<file path="src/graph_settings.svh">
`ifndef GRAPH_SETTINGS_SVH
`define GRAPH_SETTINGS_SVH

// Node indices arrive already mapped into 0 .. GRAPH_MAX_NODES-1
`define GRAPH_MAX_NODES 64

// Total edges the adjacency map can hold
`define GRAPH_MAX_EDGES 128

// Path count wraps modulo 2^GRAPH_RESULT_WIDTH
`define GRAPH_RESULT_WIDTH 16

// One DR update carries one byte
`define GRAPH_BYTE_WIDTH 8

`endif

</file>
<file path="src/graph_pkg.sv">
`default_nettype none
`include "graph_settings.svh"

package graph_pkg;

    typedef logic [$clog2(`GRAPH_MAX_NODES)-1:0] node_t;
    typedef logic [$clog2(`GRAPH_MAX_EDGES)-1:0] edge_idx_t;
    typedef logic [`GRAPH_RESULT_WIDTH-1:0]      count_t;

    // One bit wider than an index, so a full graph still fits
    typedef logic [$clog2(`GRAPH_MAX_NODES):0] node_cnt_t;

    // Every stored edge could land on the same node
    typedef logic [$clog2(`GRAPH_MAX_EDGES):0] deg_t;

    typedef enum logic [`GRAPH_BYTE_WIDTH-1:0] {
        OP_EDGE  = 8'h01,
        OP_START = 8'h02,
        OP_END   = 8'h03,
        OP_DONE  = 8'h04
    } opcode_e;

    typedef struct packed {
        node_t src;
        node_t dst;
    } edge_s;

    typedef struct packed {
        node_t     start_node;
        node_t     end_node;
        node_cnt_t node_cnt;
    } graph_info_s;

    typedef struct packed {
        node_t node;
    } query_s;

    typedef struct packed {
        node_t dst;
        logic  last;
        logic  empty;
    } reply_s;

    // Ready sits in bit 0 so it is the first bit on TDO
    typedef struct packed {
        count_t count;
        logic   ready;
    } result_s;

    typedef enum logic [2:0] {
        PS_OPCODE,
        PS_EDGE_SRC,
        PS_EDGE_DST,
        PS_START,
        PS_END
    } parse_state_e;

    typedef enum logic [2:0] {
        WS_IDLE,
        WS_SEED,
        WS_POP,
        WS_QUERY,
        WS_REPLY,
        WS_DONE
    } walk_state_e;

endpackage

`default_nettype wire

</file>
<file path="src/path_counter.sv">
`timescale 1ns/1ps
`default_nettype none
`include "graph_settings.svh"

module path_counter (
    input  wire                         tck,
    input  wire                         rst_n_i,
    input  wire graph_pkg::graph_info_s info_i,
    input  wire                         graph_done_i,
    output logic                        query_valid_o,
    output graph_pkg::query_s           query_o,
    input  wire                         reply_valid_i,
    input  wire graph_pkg::reply_s      reply_i,
    output logic                        dec_valid_o,
    output graph_pkg::node_t            dec_node_o,
    output graph_pkg::node_t            rd_node_o,
    input  wire graph_pkg::deg_t        dec_degree_i,
    input  wire graph_pkg::deg_t        rd_degree_i,
    output graph_pkg::result_s          result_o
);

    graph_pkg::walk_state_e state_q;
    graph_pkg::count_t      cnt_q  [`GRAPH_MAX_NODES];
    graph_pkg::node_t       fifo_q [`GRAPH_MAX_NODES];

    graph_pkg::node_t     wr_ptr_q;
    graph_pkg::node_t     rd_ptr_q;
    graph_pkg::node_cnt_t fill_q;
    graph_pkg::node_cnt_t scan_q;
    graph_pkg::node_t     cur_q;

    // Degree checks in flight, one from seeding and one from a reply beat
    logic             chk_q;
    graph_pkg::node_t chk_node_q;
    logic             dec_q;
    graph_pkg::node_t dec_node_q;

    logic             beat;
    logic             push;
    logic             pop;
    graph_pkg::node_t push_node;

    assign rd_node_o     = graph_pkg::node_t'(scan_q);
    assign query_valid_o = state_q == graph_pkg::WS_QUERY;
    assign query_o.node  = cur_q;

    assign beat        = state_q == graph_pkg::WS_REPLY && reply_valid_i;
    assign dec_valid_o = beat && !reply_i.empty;
    assign dec_node_o  = reply_i.dst;

    // A node joins the queue once no incoming edge is left
    assign push      = (chk_q && rd_degree_i == '0) || (dec_q && dec_degree_i == '0);
    assign push_node = chk_q ? chk_node_q : dec_node_q;
    // Hold off while a decrement result is still on its way
    assign pop       = state_q == graph_pkg::WS_POP && !dec_q && fill_q != '0;

    always_ff @(posedge tck) begin
        if (!rst_n_i) begin
            state_q  <= graph_pkg::WS_IDLE;
            chk_q    <= 1'b0;
            dec_q    <= 1'b0;
            fill_q   <= '0;
            wr_ptr_q <= '0;
            rd_ptr_q <= '0;
            scan_q   <= '0;
            result_o <= '0;
        end else begin
            chk_q  <= 1'b0;
            dec_q  <= dec_valid_o;
            fill_q <= fill_q + graph_pkg::node_cnt_t'(push) - graph_pkg::node_cnt_t'(pop);
            if (push) begin
                wr_ptr_q <= wr_ptr_q + 1'b1;
            end
            if (pop) begin
                rd_ptr_q <= rd_ptr_q + 1'b1;
            end
            case (state_q)
                graph_pkg::WS_IDLE, graph_pkg::WS_DONE: begin
                    if (graph_done_i) begin
                        state_q        <= graph_pkg::WS_SEED;
                        scan_q         <= '0;
                        result_o.ready <= 1'b0;
                    end
                end
                graph_pkg::WS_SEED: begin
                    // One extra cycle lets the last degree check land
                    chk_q  <= scan_q < info_i.node_cnt;
                    scan_q <= scan_q + 1'b1;
                    if (scan_q == info_i.node_cnt) begin
                        state_q <= graph_pkg::WS_POP;
                    end
                end
                graph_pkg::WS_POP: begin
                    if (pop) begin
                        state_q <= graph_pkg::WS_QUERY;
                    end else if (!dec_q) begin
                        state_q        <= graph_pkg::WS_DONE;
                        result_o.count <= cnt_q[info_i.end_node];
                        result_o.ready <= 1'b1;
                    end
                end
                graph_pkg::WS_QUERY: begin
                    state_q <= graph_pkg::WS_REPLY;
                end
                graph_pkg::WS_REPLY: begin
                    if (beat && reply_i.last) begin
                        state_q <= graph_pkg::WS_POP;
                    end
                end
                default: begin
                    state_q <= graph_pkg::WS_IDLE;
                end
            endcase
        end
    end

    always_ff @(posedge tck) begin
        chk_node_q <= rd_node_o;
        dec_node_q <= reply_i.dst;
        if (push) begin
            fifo_q[wr_ptr_q] <= push_node;
        end
        if (pop) begin
            cur_q <= fifo_q[rd_ptr_q];
        end
        // Seeding clears every count except the start node
        if (state_q == graph_pkg::WS_SEED && scan_q < info_i.node_cnt) begin
            cnt_q[rd_node_o] <= graph_pkg::count_t'(rd_node_o == info_i.start_node);
        end else if (dec_valid_o) begin
            cnt_q[reply_i.dst] <= cnt_q[reply_i.dst] + cnt_q[cur_q];
        end
    end

endmodule

`default_nettype wire

</file>
<file path="config.mk">
export PLATFORM = sky130hd
export DESIGN_NAME = path_counter
export DESIGN_NICKNAME = d
export VERILOG_FILES = /design/src/graph_pkg.sv /design/src/path_counter.sv
export VERILOG_INCLUDE_DIRS = /design/src
export SDC_FILE = /design/constraint.sdc
export NUM_CORES = 2
export LEC_CHECK = 0
export BUFFER_PORTS_ARGS = -buffer_cell sky130_fd_sc_hd__buf_2
export CAP_MARGIN = 10
export CORE_ASPECT_RATIO = 1.1
export CORE_MARGIN = 5
export CORE_UTILIZATION = 61
export CTS_BUF_LIST = sky130_fd_sc_hd__clkbuf_4
export CTS_CLUSTER_SIZE = 16
export DETAILED_ROUTE_END_ITERATION = 8
export PLACE_DENSITY = 0.86
export SKIP_LAST_GASP = 1
export SLEW_MARGIN = 20
export SYNTH_ARGS = -nofsm -noshare
export SYNTH_HDL_FRONTEND = slang
export SYNTH_SLANG_ARGS = --single-unit
</file>
<file path="constraint.sdc">
create_clock -name tck -period 11.5 [get_ports tck]
set_clock_uncertainty 0.2 [all_clocks]
set_input_delay 1.15 -clock tck [delete_from_list [all_inputs] [get_ports tck]]
set_output_delay 1.15 -clock tck [all_outputs]
set_load 0.03 [all_outputs]
</file>
==> Word level (Yosys, flattened, before mapping) <==
Memories as Yosys holds them, arrays and structs flattened. A register that Yosys moved wholly into a read port is not among the register bits.
Cells that the tools add are included.
{ "totals": {"reg_bits": 44, "mem_bits_rw": 1408, "output_inout_bits": 37, "word_cells": 82, "mem_count": 2} }
{ "mem_list": {"columns": ["name", "depth", "width", "read_ports", "rd_clocked_by_memory_dff", "wr", "line_no", "source"], "rows": [
  ["cnt_q", 64, 16, 3, 1, 1, "path_counter.sv:23", "graph_pkg::count_t cnt_q [`GRAPH_MAX_NODES];"],
  ["fifo_q", 64, 6, 1, 1, 1, "path_counter.sv:24", "graph_pkg::node_t fifo_q [`GRAPH_MAX_NODES];"]
]} }
{ "classes": {"addsub": 6, "order_cmp": 1, "eq_ne": 13, "n_mux": 23, "bitwise": 2, "n_reduce_logical": 25} }
{ "ops": {"columns": ["op", "n"], "rows": [
  ["adder 16 bit", 1],
  ["logical NOT 8 bit", 2],
  ["2-to-1 mux 16 bit", 1],
  ["OR reduction 16 bit", 1],
  ["2-to-1 mux 3 bit", 5],
  ["case mux 3 bit (5 select lines)", 1],
  ["case mux 7 bit (2 select lines)", 1],
  ["adder 6 x 1 -> 6 bit, second input constant", 2],
  ["2-to-1 mux 6 bit", 2],
  ["2-to-1 mux 1 bit", 11],
  ["logical AND 1 bit", 8],
  ["inequality test 2 bit, second input constant", 4],
  ["AND reduction 4 bit", 2],
  ["adder 7 x 1 -> 7 bit", 1],
  ["adder 7 x 1 -> 7 bit, second input constant", 1],
  ["== test 7 bit", 1],
  ["less-than comparator 7 bit", 1],
  ["2-to-1 mux 7 bit", 1],
  ["nonzero test 7 bit", 1],
  ["subtractor 7 x 1 -> 7 bit", 1],
  ["== test 3 x 2 -> 1 bit, second input constant", 2],
  ["== test 3 bit, second input constant", 2],
  ["== test 6 bit", 1],
  ["AND reduction 2 bit", 2],
  ["other kinds (11)", 15]
]} }

==> Depth between registers and ports, before layout <==
{ "logic_depth": {"word_depth": 8, "mapped_depth": 18, "mapped_depth_nobuf": 15} }

==> Worst setup path after synthesis <==
No wires, ideal clock.
{ "synth_timing": {"path_kind": "input-to-reg", "start": "input port reply_i[3] in the netlist's numbering", "end": "memory cnt_q[0][12] in the netlist's numbering, data pin", "setup_ns": 0.681, "arrival_ns": 7.542, "required_time_ns": 10.619, "slack_ns": 3.077, "path_stages": 14, "path_buffers": 3, "cell_sequence": "clkbuf_1 > clkbuf_1 > clkbuf_1 > mux4_2 > mux4_2 > mux4_2 > ha_1 > a21o_1 > a21o_1 > a221oi_1 > a21boi_0 > o21a_1 > o21a_1 > nor3_1"} }
{ "synth_between": {"elab_chain_len": 3} }
{ "synth_rtl": {"columns": ["item", "line_no", "source"], "rows": [
  ["start: declaration", "path_counter.sv:13", "input wire graph_pkg::reply_s reply_i,"],
  ["memory (64 x 16 bit)", null, null],
  ["adder 16 bit", "path_counter.sv:130", "cnt_q[reply_i.dst] <= cnt_q[reply_i.dst] + cnt_q[cur_q];"],
  ["2-to-1 mux 16 bit (no source line)", null, null],
  ["end: declaration", "path_counter.sv:23", null]
]} }
No other way between the ends.

==> Worst setup path after layout <==
{ "layout_timing": {"start": "register cur_q[0] (netlist: query_o[0]), read port of fifo_q", "end": "memory cnt_q[58][15] in the netlist's numbering, data pin"} }
{ "layout_between": {"elab_chain_len": 3} }
{ "layout_rtl": {"columns": ["item", "line_no", "source"], "rows": [
  ["start: declaration", "path_counter.sv:30", "graph_pkg::node_t cur_q;"],
  ["memory (64 x 16 bit)", null, null],
  ["adder 16 bit", "path_counter.sv:130", null],
  ["2-to-1 mux 16 bit (no source line)", null, null]
]} }
No other way between the ends.

==> impl_metrics.env <==
export IMPL_status="finished, final reports clean"
export IMPL_cts_tree="built"
export IMPL_avgSynthCellArea_sq_um=21.20
export IMPL_worstPathRequired_ns=12.41
export IMPL_p_sw_w=0.003445
export IMPL_drt_pass1_iterations=6
export IMPL_final_cell_mix="edfxtp_1 (1414), mux4_2 (1127), clkbuf_4 (520)"
export IMPL_min_path_cells=1
export IMPL_syn_inst=3478
export IMPL_drive_above_1_share=0.4952
export IMPL_max_cap_violations=0
export IMPL_place_congestion=0.9037
export IMPL_rr_worst_depth=14
export IMPL_rsz0062_at_grt="no"
export IMPL_seqPwrFrac=0.485
export IMPL_antenna_found_initial=5
export IMPL_cp_end_kind="flop"
export IMPL_cp_max_fo=94
export IMPL_arrival_ns=7.82
export IMPL_yosysWarnings=0
export IMPL_via_count=43720
export IMPL_core_rowCount=133
export IMPL_use_met2=0.5282
export IMPL_final_max_slew_viol_count=0
export IMPL_grt_pass1_wl_microns=314200
export IMPL_port_buffers=83
export IMPL_syn_nets=3561
export IMPL_slew_headroom=0.2241
export IMPL_internal_power_w=0.009065
export IMPL_drt_iter0_drc=6862
export IMPL_synth_edff_count=1414
export IMPL_die_area_sq_um=128000
export IMPL_setup_tns_ns=0
export IMPL_drc=0
export IMPL_final_common_cell="edfxtp_1"
export IMPL_grt_usage=0.3469
export IMPL_period_share=0.6006
export IMPL_startpoint_type="flop"
export IMPL_fmax_ghz=0.1448
export IMPL_die_w_microns=341.5
export IMPL_start_util=0.6155
export IMPL_post_cts_buffers=0
export IMPL_die_h_microns=374.7
export IMPL_synthDistinctLibCells=52
export IMPL_placed_cells=4940
export IMPL_p_leak_nw=25.97
export IMPL_drtAntennaViolNets=0
export IMPL_avgViaCountPerCell=7.796
export IMPL_area_growth_pct=9.966
export IMPL_path_clk_slew_ns=0.07
export IMPL_placed_cell_area_sq_um=76430
export IMPL_num_io_pins=84
export IMPL_met1_usage=0.4130
export IMPL_ir_drop_uv=120.0
export IMPL_async_reset_ff_frac=0
export IMPL_fin_cells=5608
export IMPL_powerDensity_nw_per_um2=154.3
export IMPL_setup_viol=0
export IMPL_grt_max_degree=156
export IMPL_whs_ns=0.1098
export IMPL_nets=3853
export IMPL_min_path_type="in2reg"
export IMPL_clock_sinks=1474
export IMPL_synth_seq_cells=1474
export IMPL_synth_area_sq_um=73740
export IMPL_busiest_layer="met2"
export IMPL_dp_hpwl_microns=127900
export IMPL_clkLatencyLatePin_ns=1.33
export IMPL_cts_buffer_depth=4
export IMPL_combPwrFrac=0.176
export IMPL_ctsResizeCount=0
export IMPL_h_tree_depth=5
export IMPL_fp_coreArea_sq_um=119800
export IMPL_cts_buffers=372
export IMPL_worst_pin_slew_ns=1.164
export IMPL_hold_violations=0
export IMPL_path_class="reg2reg"
export IMPL_gr_usage_met3=0.1233
export IMPL_cts_root_buf="clkbuf_4"
export IMPL_grt_overflow=0
export IMPL_fin_crit_ns=6.907
export IMPL_swShare=0.2754
export IMPL_synthFlopType="edfxtp_1"
export IMPL_pwr_share_clk=0.339
export IMPL_grt_pass1_vias=45180
export IMPL_wl_per_cell_microns=39.07
export IMPL_routed_wl_microns=219100
export IMPL_yosysSeqAreaShare=0.5921
export IMPL_design_area_sq_um=81090
-- layer usage --
metal  wire, microns  vias to the layer above
li1                -                    16350
met1           62890                    22070
met2          102600                     4283
met3           32790                     1017
met4           20720                        2
met5              54                        -
-- per-stage QoR --
step                      power, W  setup slack, ns    util
after CTS                  0.01250            4.341  0.6753
final                      0.01251            4.593  0.6768
after detailed placement  0.008341            3.554  0.6379
after global placement    0.008275            3.628  0.6376
after floorplan           0.007679            3.077       -
after global routing       0.01298            4.289  0.6767
-- state kept, by name, summed over array words and instances (netlist names) --
signal / count
dec_q: 1
wr_ptr_q: 6
result_o: 17
cnt_q: 1024
query_o: 6
chk_q: 1
rd_ptr_q: 6
fill_q: 7
fifo_q: 384
scan_q: 7
dec_node_q: 6
state_q: 3
chk_node_q: 6
-- final cells by class --
cell class                 count  area, sq um
fill                        7174        38720
inverter                      29        113.9
tap                         1552         1942
sequential                  1474        43670
multi-input combinational   1669        29160
clock buffer                 520         3904
antenna                       11        27.53
clock inverter               129        544.3
timing repair buffer         224         1733
-- critical path: stages (launching register included) --
cell,delay [ns]
edfxtp_1,0.92
buf_12,0.67
mux4_2,0.61
mux4_2,0.54
mux4_2,0.53
ha_1,0.32
a21o_1,0.21
a21oi_1,0.36
nor2_1,0.09
o31ai_1,0.63
a31o_2,0.33
o21ai_0,0.14
xnor2_1,0.18
nor2_4,0.56
buf_16,0.25
-- kinds of logic (layout without fill, tap and decap cells) --
logic type | after synthesis | after routing | share of synthesized area
multiplexers | 1137 | 1137 | 0.3457
AND/OR/NAND/NOR | 370 | 370 | 0.02423
AO/OA/AOI/OAI | 96 | 96 | 0.008840
adder cells (fa/ha/maj) | 36 | 36 | 0.006312
flip-flops | 1474 | 1474 | 0.5921
XOR/XNOR | 30 | 30 | 0.003563
buffers and inverters | 335 | 902 | 0.01933
other | 0 | 11 | 0
-- power by group through the flow --
stage | combinational [W] | clock (W) | sequential [W]
after detailed placement | 0.00215 | 0 | 0.00619
after CTS | 0.00216 | 0.00427 | 0.00607
after floorplan | 0.00153 | 0 | 0.00615
after global placement | 0.00209 | 0 | 0.00618
final | 0.00221 | 0.00423 | 0.00607
after global routing | 0.00230 | 0.00461 | 0.00607
-- final timing paths --
kind	startpoint	to	slack, ns
max reg2reg	query_o[0]	cnt_q[58][15]	4.59
min	reply_i[2]	dec_node_q[0]	0.11
max	query_o[0]	cnt_q[58][15]	4.59
min reg2reg	result_o[10]	result_o[10]	0.24
-- cell usage after synthesis, types with 12 or more instances --
library cell,count,area share
clkbuf_1,173,0.0088
buf_2,80,0.0054
nand2_1,81,0.0041
a21oi_1,17,0.0012
buf_1,37,0.0019
mux4_2,1127,0.34
dfxtp_1,60,0.016
and2_1,17,0.0014
inv_1,26,0.0013
ha_1,34,0.0058
xor2_1,12,0.0014
nor2b_1,15,0.0013
nor2_1,98,0.0050
buf_4,14,0.0014
nor3_1,73,0.0050
nand3_1,26,0.0018
o21ai_0,17,0.0012
xnor2_1,18,0.0021
edfxtp_1,1414,0.58
-- repair_timing --
item                                    CTS  global route
endpoints found under the setup margin    0             0
hold endpoints to repair                  3             0
hold buffers                              3             0
No activity file was read; power rests on OpenSTA's default activity.
