--- src/graph_settings.svh ---
`ifndef GRAPH_SETTINGS_SVH
`define GRAPH_SETTINGS_SVH

// Node indices arrive already mapped into 0 .. GRAPH_MAX_NODES-1
`define GRAPH_MAX_NODES 64

// Total edges the adjacency map can hold
`define GRAPH_MAX_EDGES 128

// Path count wraps modulo 2^GRAPH_RESULT_WIDTH
`define GRAPH_RESULT_WIDTH 16

// One DR update carries one byte
`define GRAPH_BYTE_WIDTH 8

`endif

--- src/graph_pkg.sv ---
`default_nettype none
`include "graph_settings.svh"

package graph_pkg;

    typedef logic [$clog2(`GRAPH_MAX_NODES)-1:0] node_t;
    typedef logic [$clog2(`GRAPH_MAX_EDGES)-1:0] edge_idx_t;
    typedef logic [`GRAPH_RESULT_WIDTH-1:0]      count_t;

    // One bit wider than an index, so a full graph still fits
    typedef logic [$clog2(`GRAPH_MAX_NODES):0] node_cnt_t;

    // Every stored edge could land on the same node
    typedef logic [$clog2(`GRAPH_MAX_EDGES):0] deg_t;

    typedef enum logic [`GRAPH_BYTE_WIDTH-1:0] {
        OP_EDGE  = 8'h01,
        OP_START = 8'h02,
        OP_END   = 8'h03,
        OP_DONE  = 8'h04
    } opcode_e;

    typedef struct packed {
        node_t src;
        node_t dst;
    } edge_s;

    typedef struct packed {
        node_t     start_node;
        node_t     end_node;
        node_cnt_t node_cnt;
    } graph_info_s;

    typedef struct packed {
        node_t node;
    } query_s;

    typedef struct packed {
        node_t dst;
        logic  last;
        logic  empty;
    } reply_s;

    // Ready sits in bit 0 so it is the first bit on TDO
    typedef struct packed {
        count_t count;
        logic   ready;
    } result_s;

    typedef enum logic [2:0] {
        PS_OPCODE,
        PS_EDGE_SRC,
        PS_EDGE_DST,
        PS_START,
        PS_END
    } parse_state_e;

    typedef enum logic [2:0] {
        WS_IDLE,
        WS_SEED,
        WS_POP,
        WS_QUERY,
        WS_REPLY,
        WS_DONE
    } walk_state_e;

endpackage

`default_nettype wire

--- src/edge_parser.sv ---
`timescale 1ns/1ps
`default_nettype none
`include "graph_settings.svh"

module edge_parser (
    input  wire                          tck,
    input  wire                          rst_n_i,
    input  wire                          byte_valid_i,
    input  wire [`GRAPH_BYTE_WIDTH-1:0]  byte_data_i,
    output logic                         edge_valid_o,
    output graph_pkg::edge_s             edge_o,
    output graph_pkg::graph_info_s       info_o,
    output logic                         graph_done_o
);

    graph_pkg::parse_state_e state_q;
    graph_pkg::node_t        node;
    graph_pkg::node_cnt_t    seen_cnt;

    // Operand bytes carry the node index in their low bits
    assign node = graph_pkg::node_t'(byte_data_i);

    // Node count grows to cover the highest index named so far
    assign seen_cnt = (graph_pkg::node_cnt_t'(node) + 1'b1 > info_o.node_cnt) ?
                      graph_pkg::node_cnt_t'(node) + 1'b1 : info_o.node_cnt;

    always_ff @(posedge tck) begin
        if (!rst_n_i) begin
            state_q      <= graph_pkg::PS_OPCODE;
            edge_valid_o <= 1'b0;
            graph_done_o <= 1'b0;
            info_o       <= '0;
        end else begin
            edge_valid_o <= 1'b0;
            graph_done_o <= 1'b0;
            if (byte_valid_i) begin
                case (state_q)
                    graph_pkg::PS_OPCODE: begin
                        // Unknown opcodes fall through and are dropped
                        case (graph_pkg::opcode_e'(byte_data_i))
                            graph_pkg::OP_EDGE:  state_q <= graph_pkg::PS_EDGE_SRC;
                            graph_pkg::OP_START: state_q <= graph_pkg::PS_START;
                            graph_pkg::OP_END:   state_q <= graph_pkg::PS_END;
                            graph_pkg::OP_DONE:  graph_done_o <= 1'b1;
                            default:             state_q <= graph_pkg::PS_OPCODE;
                        endcase
                    end
                    graph_pkg::PS_EDGE_SRC: begin
                        edge_o.src      <= node;
                        info_o.node_cnt <= seen_cnt;
                        state_q         <= graph_pkg::PS_EDGE_DST;
                    end
                    graph_pkg::PS_EDGE_DST: begin
                        edge_o.dst      <= node;
                        edge_valid_o    <= 1'b1;
                        info_o.node_cnt <= seen_cnt;
                        state_q         <= graph_pkg::PS_OPCODE;
                    end
                    graph_pkg::PS_START: begin
                        info_o.start_node <= node;
                        info_o.node_cnt   <= seen_cnt;
                        state_q           <= graph_pkg::PS_OPCODE;
                    end
                    default: begin
                        info_o.end_node <= node;
                        info_o.node_cnt <= seen_cnt;
                        state_q         <= graph_pkg::PS_OPCODE;
                    end
                endcase
            end
        end
    end

    // Host must send node indices that fit the stores
    a_operand_range: assert property (@(posedge tck) disable iff (!rst_n_i)
        byte_valid_i && state_q != graph_pkg::PS_OPCODE |-> byte_data_i < `GRAPH_MAX_NODES);

endmodule

`default_nettype wire

--- config.mk ---
export PLATFORM = sky130hd
export DESIGN_NAME = edge_parser
export DESIGN_NICKNAME = d
export VERILOG_FILES = /design/src/graph_pkg.sv /design/src/edge_parser.sv
export VERILOG_INCLUDE_DIRS = /design/src
export SDC_FILE = /design/constraint.sdc
export NUM_CORES = 1
export LEC_CHECK = 0
export BUFFER_PORTS_ARGS = -buffer_cell sky130_fd_sc_hd__buf_2
export CELL_PAD_IN_SITES_DETAIL_PLACEMENT = 0
export CELL_PAD_IN_SITES_GLOBAL_PLACEMENT = 1
export CORE_MARGIN = 4
export CORE_UTILIZATION = 44
export CTS_BUF_LIST = sky130_fd_sc_hd__clkbuf_4 sky130_fd_sc_hd__clkbuf_8
export DETAILED_ROUTE_END_ITERATION = 6
export GPL_ROUTABILITY_DRIVEN = 0
export MAX_ROUTING_LAYER = met4
export PLACE_DENSITY_LB_ADDON = 0.08
export SLEW_MARGIN = 20
export SYNTH_ARGS = -nofsm -noshare
export SYNTH_HDL_FRONTEND = slang
export SYNTH_SLANG_ARGS = --single-unit
--- constraint.sdc ---
create_clock -name tck -period 4 [get_ports tck]
set_input_delay 0.4 -clock tck [delete_from_list [all_inputs] [get_ports tck]]
set_output_delay 0.4 -clock tck [all_outputs]
set_load 0.01 [all_outputs]
## After elaboration in Yosys (flattened, before gate mapping)

Index checks and enable logic that the tools add are counted.

| cells by class | value |
|---|---|
| add/sub/neg operators | 1 |
| order comparisons | 1 |
| eq/ne operators | 8 |
| muxes and demuxes | 4 |
| bitwise logic cells | 2 |
| reductions and logical operators | 10 |

Operators with widths:

| operator | count |
|---|---|
| $eq A8 B2 Y1 const B | 2 |
| $pmux W3 S4 | 1 |
| $reduce_and A3 Y1 | 4 |
| $eq A8 B1 Y1 const B | 1 |
| $eq A8 B3 Y1 const B | 1 |
| $reduce_and A2 Y1 | 4 |
| $add A6 B1 Y7 const B | 1 |
| $gt A7 B7 Y1 | 1 |
| $eq A3 B2 Y1 const B | 2 |
| $pmux W3 S2 | 1 |
| $reduce_or A4 Y1 | 1 |
| $eq A3 B1 Y1 const B | 1 |
| $logic_not A3 Y1 | 1 |
| $mux W1 | 2 |
| $ne A2 B2 Y1 const B | 1 |
| $not A1 Y1 | 2 |

| storage, ports and cells | value |
|---|---|
| register bits | 36 |
| output and inout port bits | 33 |
| word-level logic and storage cells | 34 |

## Longest topological paths before layout

Gate-level depths: netlist of run 1.

| depth | value |
|---|---|
| word-level depth | 4 |
| mapped depth | 10 |
| depth with buffers taken out | 8 |

## Worst setup path before layout of run 1

No wires, ideal clock.

| path | value |
|---|---|
| path kind | input port to flip-flop |
| start point | input port byte_data_i[2] |
| end point | register info_o[0] (netlist bit) |
| data arrival time | 2.296 ns |
| setup slack | 1.581 ns |
| cell stages on the path | 10 |
| path through | clkbuf_1 nand3_1 o21a_1 or2_2 ha_1 nand4_1 o211a_1 o21a_1 buf_2 mux2i_1 |

| between the ends | value |
|---|---|
| longest elaborated chain between the ends | 3 |

Ends and longest elaborated chain:

| element | RTL line | text |
|---|---|---|
| from (decl) | edge_parser.sv:9 | `` input wire [`GRAPH_BYTE_WIDTH-1:0] byte_data_i, `` |
| $add A6 B1 Y7 | edge_parser.sv:24 | `assign seen_cnt = (graph_pkg::node_cnt_t'(node) + 1'b1 > info_o.node_cnt) ?` |
| $gt A7 B7 Y1 | edge_parser.sv:24 |  |
| $reduce_and A3 Y1 (no line) | -- |  |
| to (decl) | edge_parser.sv:12 | `output graph_pkg::graph_info_s info_o,` |

Every way passes these cells.
A chain may end at the register's enable or synchronous reset.

## Worst setup path in the final report of run 1

| path | value |
|---|---|
| start point | input port byte_data_i[2] |
| end point | register info_o[1] (netlist bit) |

Same word-level chain as after synthesis.

==> results, run 1 <==
- The die is 69.2 um tall.
- The timing-limited maximum frequency is 0.447 GHz.
- The number of buffers inserted for hold repair after clock tree synthesis is 0.
- By instance count, the leading cell after synthesis is nand2_1.
- The initial antenna violation count is 0.
- The die covers 4790 sq um.
- At the pin with the least slew margin, the transition time is 0.666 ns.
- Overall power consumption after layout is estimated at 0.000675 W.
- In this run the deepest clock path goes through 2 buffers.
- Counting the fill cells in the layout gives 326.
- After synthesis, the mean cell area works out to 10.3 sq um.
- The total area of sequential cells is 841 sq um.
- The max-slew violation total from the final report is 0.
- The layout net count is 226.
- In the global route stage, met3 resource usage came out at 5.07%.
- The count of synthesis-stage warnings from yosys is 0.
- The leakage power summed over all cells is 0.822 nW.
- The power per standard cell area is 341 nW/um^2.
- The flow ran to the end, and the final reports show no timing, DRC or antenna violations.
- For the finished layout, the period the worst path requires is 2.24 ns.
- The first-pass iteration count of the detailed router is 4.
- STA classifies the critical path endpoint as a flop.
- Setup repair after global routing left no endpoint under its margin.
- The total congestion overflow after global routing is 0.
- The number of sinks on the clock net is 36.
- The clock transition at the registers of the reported paths is 0.06 ns.
- The final number of setup-violating endpoints is 0.
- The routed design has 3300 um of wire.
- The final setup skew is 0.00746 ns.
- The critical path data arrival time is 2.45 ns.
- The count of vias placed by the detailed router is 1279.
- The number of synthesized flops with an enable pin is 12.
- The count of nets left with antenna violations after detail routing is 0.
- The maximum level of the CTS H-tree is 2.
- After synthesis, the cell types taking the most area are dfxtp_1 29%, edfxtp_1 22%, ha_1 8.3%.
- The number of post-CTS setup repair buffers is 0.
- Net switching is 23.2% of the power.
- The worst setup path is of the in -> reg kind.
- The first-pass GRT wire length is 5620 um.
- The synthesized netlist occupies a cell area of 1650 sq um.
- The clock share of power is 34.4%.
- The number of violations of the max-capacitance limit is 0.
- The class of the tightest hold or removal check is in -> reg.
- In the final layout, the multi-input gates occupy 758 sq um.
- The total routing usage reported by global routing is 15.0%.
- The root buffer cell is clkbuf_8.
- The area share of the largest cell type after synthesis is 29.1%.
- The analysis attributes to net switching a power of 0.000157 W.
- After the first detailed-routing iteration, the DRC count stood at 79.
- The synthesized design spends more area on one cell type than any other, namely dfxtp_1.
- The average vias per placed instance is 5.12.
- The share of cells above drive strength 1 is 25.5%.
- The average wire per cell in the routed design is 13.2 um.
- The worst setup path is launched from a primary input.
- The global-route met1 utilization is 17.2%.
- In the finished design, the share of the clock period the worst path needs comes to 56.0%.
- 0 antenna diodes ended up in the layout.
- The register-to-register path setup slack is 2.26 ns.
- The total count of hold-check failures in the final report is 0.
- In the routed design, unresolved DRC markers number 0.
- The effective utilization at floorplan is 47.6%.
- STA puts the critical path data required time at 4.21 ns.
- The relative max-transition margin is 55.5%.
- The worst vdd rail ir drop is 0.177 mV.
- For this run, the register share of the synthesized area comes to 50.9%.
- The share of power burned in registers is 56.6%.
- The design internal power is 0.000519 W.
- The proportion of register bits with asynchronous set or reset after synthesis is 0%.
- The peak-usage layer in the global routing report is met2.
- The sum of net half-perimeters after detailed placement is 2410 um.
- The total CTS buffers is 5.
- The count of buffers added on input and output ports is 43.
- The cell count after synthesis is 161.
- The area growth from synthesis to final layout is 19.9%.
- The netlist uses 34 different library cells.
- When the netlist entered floorplanning its net count stood at 183.
- The pin count of the biggest net entering global routing is 31.
- For this run, global-route usage on met2 was measured as 23.7%.
- At the later pin of the worst-skew pair, clock insertion delay measures 0.29 ns.
- The peak fanout along the critical path is 10.
- The clock tree from TritonCTS is yes.
- The flop and latch count out of synthesis is 36.
- The number of rows created at floorplan is 21.
- 44 I/O pins were placed.
- In the synthesized netlist the dominant register cell turns out to be dfxtp_1.
- In the final timing run, aggregate negative setup slack is 0 ns.
- After floorplanning, the core was sized to cover 3470 sq um.
- The number of global-route vias before repair was 1244.
- The tightest hold margin is 0.426 ns.
- The number of gates resized after CTS was 0.
- After synthesis, the most frequently instantiated cells are 26 x nand2_1, 24 x dfxtp_1, 12 x edfxtp_1.
- The portion of total power attributed to combinational logic is 8.9%.
- In this run the horizontal extent of the chip is 69.2 um.
## kinds of logic after synthesis
logic type                 Yosys count  synth area share [%]
buffers and inverters               15                  3.49
adders and majority gates           11                  8.34
and+or+nand+nor                     62                  19.7
AOI/OAI and AO/OA                   23                  9.25
muxes                               11                  6.67
xor gates and xnor gates             3                  1.59
DFF                                 36                  50.9
## area by class of cell
type                            count  area share, %
Timing Repair Buffer               43           10.9
Clock inverter                      2          0.380
Clock buffer                        5           3.48
Tap cell                           46           2.91
Sequential cell                    36           42.5
Multi-Input combinational cell    110           38.3
Inverter                            8           1.52
## critical path, stage by stage
cell,delay [ns]
buf_2,0.21
nand3_1,0.16
o21a_1,0.20
or2_2,0.29
ha_1,0.30
nand4_1,0.12
a21oi_1,0.14
o21a_1,0.39
mux2i_1,0.24
## power groups by stage
stage	logic, W	registers [W]	clock network, W
finish	0.0000604	0.000383	0.000232
global route	0.0000687	0.000383	0.000255
CTS	0.0000609	0.000382	0.000241
detailed placement	0.0000605	0.000391	0
global placement	0.0000599	0.000390	0
floorplan	0.0000376	0.000392	0
## flip-flops by register name (all words and copies together) (netlist names)
name and count:
graph_done_o 1, state_q 3, info_o 19, edge_valid_o 1
edge_o 12
## path summary, 6_finish.rpt
path,to,cells past startpoint,startpoint
setup / recovery,info_o[1],9,byte_data_i[2]
hold / removal,graph_done_o,3,byte_data_i[6]
setup reg to reg,info_o[1],4,state_q[2]
hold reg to reg,info_o[10],2,info_o[10]
## cell usage in the layout (no fill, tap or decap), drive strengths merged, types with 3 or more instances in the layout
cell type  synthesis  layout
edfxtp            12      12
a21oi              6       6
nor2               5       5
buf                1      43
inv                8       8
nand2             26      26
a21boi             8       8
nand3             11      11
mux2i             11      11
clkbuf             6       5
dfxtp             24      24
nor2b              6       6
o21ai              3       3
ha                11      11
## routing by layer
layer  routed length [um]  vias to the layer above
met1                 1540                      593
met3                  207                        7
met5                    0                        -
li1                     -                      643
met4                   59                        0
met2                 1500                       36
## stage by stage
step | setup slack [ns] | utilization (%) | instance area, sq um | cells
floorplan | 1.58 | - | 1650 | 161
global placement | 1.55 | 54.7 | 1900 | 243
detailed placement | 1.45 | 54.7 | 1900 | 243
CTS | 1.75 | 56.9 | 1970 | 250
global route | 1.60 | 57.0 | 1980 | 250
finish | 1.76 | 57.0 | 1980 | 250
Power figures use the tool's default switching activity.
==> run 2: changes to the inputs <==
- CORE_UTILIZATION: 44 -> 37
- clock period: 4 -> 2 ns (I/O delays scaled with it)
==> results, run 2 (synthesis gave the netlist of run 1 again) <==
- The worst setup path is launched from a primary input.
- The count of nets left with antenna violations once routing finished came out at 0.
- The clock reaches the later pin of the worst-skew pair after 0.29 ns.
- The register with the most flip-flops is info_o.
- The number of fill cells in the layout is 427.
- The number of global-route vias before repair was 1325.
- Setup repair after global routing left no endpoint under its margin.
- Of the total power, combinational logic draws 9.6%.
- The count of boundary I/O pins is 44.
- In the layout the commonest cells are 43 x buf_2, 26 x nand2_1, 24 x dfxtp_1.
- The worst vdd rail ir drop is 0.409 mV.
- The startpoint identified for the worst hold timing path is byte_data_i[6].
- Across the run, the number of max-cap violations was 0.
- The clock share of power is 41.0%.
- Across all hold checks on the routed design, the worst slack comes to 0.218 ns.
- The worst register-to-register path has a setup slack of 0.45 ns.
- The critical path data arrival time is 1.94 ns.
- The maximum level of the CTS H-tree is 2.
- The pin count of the biggest net entering global routing is 30.
- In this run the worst path has a maximum fanout of 7.
- Leaving out fill and tap cells, the most frequent cell in the layout is buf_2.
- The max-slew violation total from the final report was 0.
- For the finished layout, the period the worst path requires is 1.73 ns.
- The capture endpoint of the worst hold path is graph_done_o.
- The number of flip-flops in the largest register is 19.
- The first detailed-routing pass took 4 iterations.
- Net switching is 22.8% of the power.
- Summed over all failing endpoints, the final setup total negative slack is 0 ns.
- For this block, the via count after detailed routing is 1338.
- Detailed placement finished with a half-perimeter wire length of 3030 um.
- In this run the core area contains 24 standard-cell rows.
- The height of the die is 74.8 um.
- The end of the worst register-to-register path is info_o[6].
- Of the total power, registers draw 49.4%.
- After detailed routing, the number of vias per cell comes to 4.90.
- The share of cells above drive strength 1 is 32.6%.
- The first global-routing pass estimated 6510 um of wire.
- In this run, CTS created clock tree buffers numbering 5.
- The worst pin sits at a relative slew slack of 65.2%.
- Derived from the worst setup path, the maximum achievable clock frequency is 0.579 GHz.
- For the worst flop-to-flop path, the logic depth is 6.
- The design internal power is 0.00119 W.
- During placement, the flow inserted port buffers numbering 43.
- After the first detailed-routing iteration, the DRC count stood at 47.
- The category of the most critical setup path is in -> reg.
- The total count of hold-check failures in the final report is 0.
- The die area is 5590 sq um.
- For this design the total switching power over the nets is 0.000353 W.
- In this run the critical register-to-register path is launched from info_o[6].
- The final setup skew is 0.00739 ns.
- The effective utilization at floorplan is 38.2%.
- The detailed-route DRC error count is 0.
- The total routing usage reported by global routing is 16.2%.
- The total congestion overflow after global routing is 0.
- The class of the tightest hold or removal check is in -> reg.
- Setup violations remaining at the end of the flow were counted as 0.
- The largest registers in the layout are info_o x19, edge_o x12, state_q x3.
- The floorplan core area is 4320 sq um.
- In this run the static leakage power is 0.916 nW.
- After layout, the worst path uses 86.4% of the clock period.
- At the end of the flow, the number of nets in the layout was 242.
- The tree is rooted in a clkbuf_8.
- The number of diodes is 0.
- After detailed routing, the total wire length is 3980 um.
- The clock transition at the registers of the reported paths is 0.08 ns.
- The clock passes through at most 2 buffers.
- TritonCTS built the clock tree.
- The kind of end point of the critical path is a flop.
- The transition time at the pin with the least slew margin is 0.520 ns.
- In this run the post-CTS setup repair buffer count came out at 0.
- After detailed routing, the average wire length per cell comes to 14.6 um.
- The initial antenna violation count is 0.
- At the worst endpoint, the required time is 2.21 ns.
- The power per standard cell area is 723 nW/um^2.
- The run finished with clean final reports.
- The worst hold path passes through 3 cells.
- Clock tree synthesis found a total of 36 sinks.
- From synthesis to final layout, the design area changed by 29.7%.
- The die outline width is 74.8 um.
[run 2: cell types whose count changed in the layout (fill, tap and decap cells not counted), sizes merged]
cell | before | now
buf | 43 | 59
bufinv | 0 | 1
clkinv | 2 | 1
clkinvlp | 0 | 1
[run 2: final cells by class]
type	count	area [sq um]	share of cell area, %
well taps	52	65.1	3.04
repair buffers	59	335	15.7
multi-input cells	110	758	35.4
inverters	8	30.0	1.40
clock buffers	5	68.8	3.21
clock inverters	3	42.5	1.99
flip-flops and latches	36	841	39.3
[run 2: critical path, cell delays in order]
cell	delay (ns)
buf_2	0.12
ha_1	0.23
nand3_1	0.11
xnor2_1	0.23
ha_1	0.30
nand4_1	0.10
o211a_1	0.16
o21a_2	0.26
mux2i_1	0.21
[run 2: timing repair]
action,4_1_cts,5_1_grt
gates resized for setup,0,1
hold buffers,0,0
setup endpoints to repair,0,6
[run 2: how the worst max path moves through the flow]
| stage | start | to | slack (ns) | cells past startpoint |
|---|---|---|---|---|
| 2_1_floorplan | byte_data_i[2] | info_o[5] | 0.005 | 10 |
| 3_3_place_gp | byte_data_i[1] | info_o[5] | -0.08 | 9 |
| 3_5_place_dp | byte_data_i[1] | info_o[0] | -0.16 | 9 |
| 4_1_cts | byte_data_i[1] | info_o[6] | 0.12 | 9 |
| 5_1_grt | byte_data_i[1] | info_o[6] | 0.06 | 9 |
| 6_report | byte_data_i[1] | info_o[6] | 0.27 | 9 |
[run 2: metal layers]
layer / wire (um) / track usage, %
met1: 1830 / 20.3
met2: 1850 / 25.3
met3: 273 / 4.54
met4: 25 / 5.14
met5: 0 / -
[run 2: power by group through the flow]
stage | Clock (W) | Combinational [W] | Sequential [W]
finish | 0.000635 | 0.000148 | 0.000765
global route | 0.000688 | 0.000166 | 0.000765
CTS | 0.000657 | 0.000150 | 0.000765
detailed placement | 0 | 0.000149 | 0.000781
global placement | 0 | 0.000146 | 0.000781
floorplan | 0 | 0.0000767 | 0.000783
[run 2: metrics by stage]
stage	setup WS, ns	cell area (sq um)	power, W	instances	utilization (%)
2_1_floorplan	0.00477	1660	0.000860	161	-
3_3_place_gp	-0.0776	2030	0.000927	265	46.9
3_5_place_dp	-0.158	2030	0.000931	265	46.9
4_1_cts	0.124	2140	0.00157	273	49.5
5_1_grt	0.0581	2140	0.00162	273	49.5
6_report	0.273	2140	0.00155	273	49.5
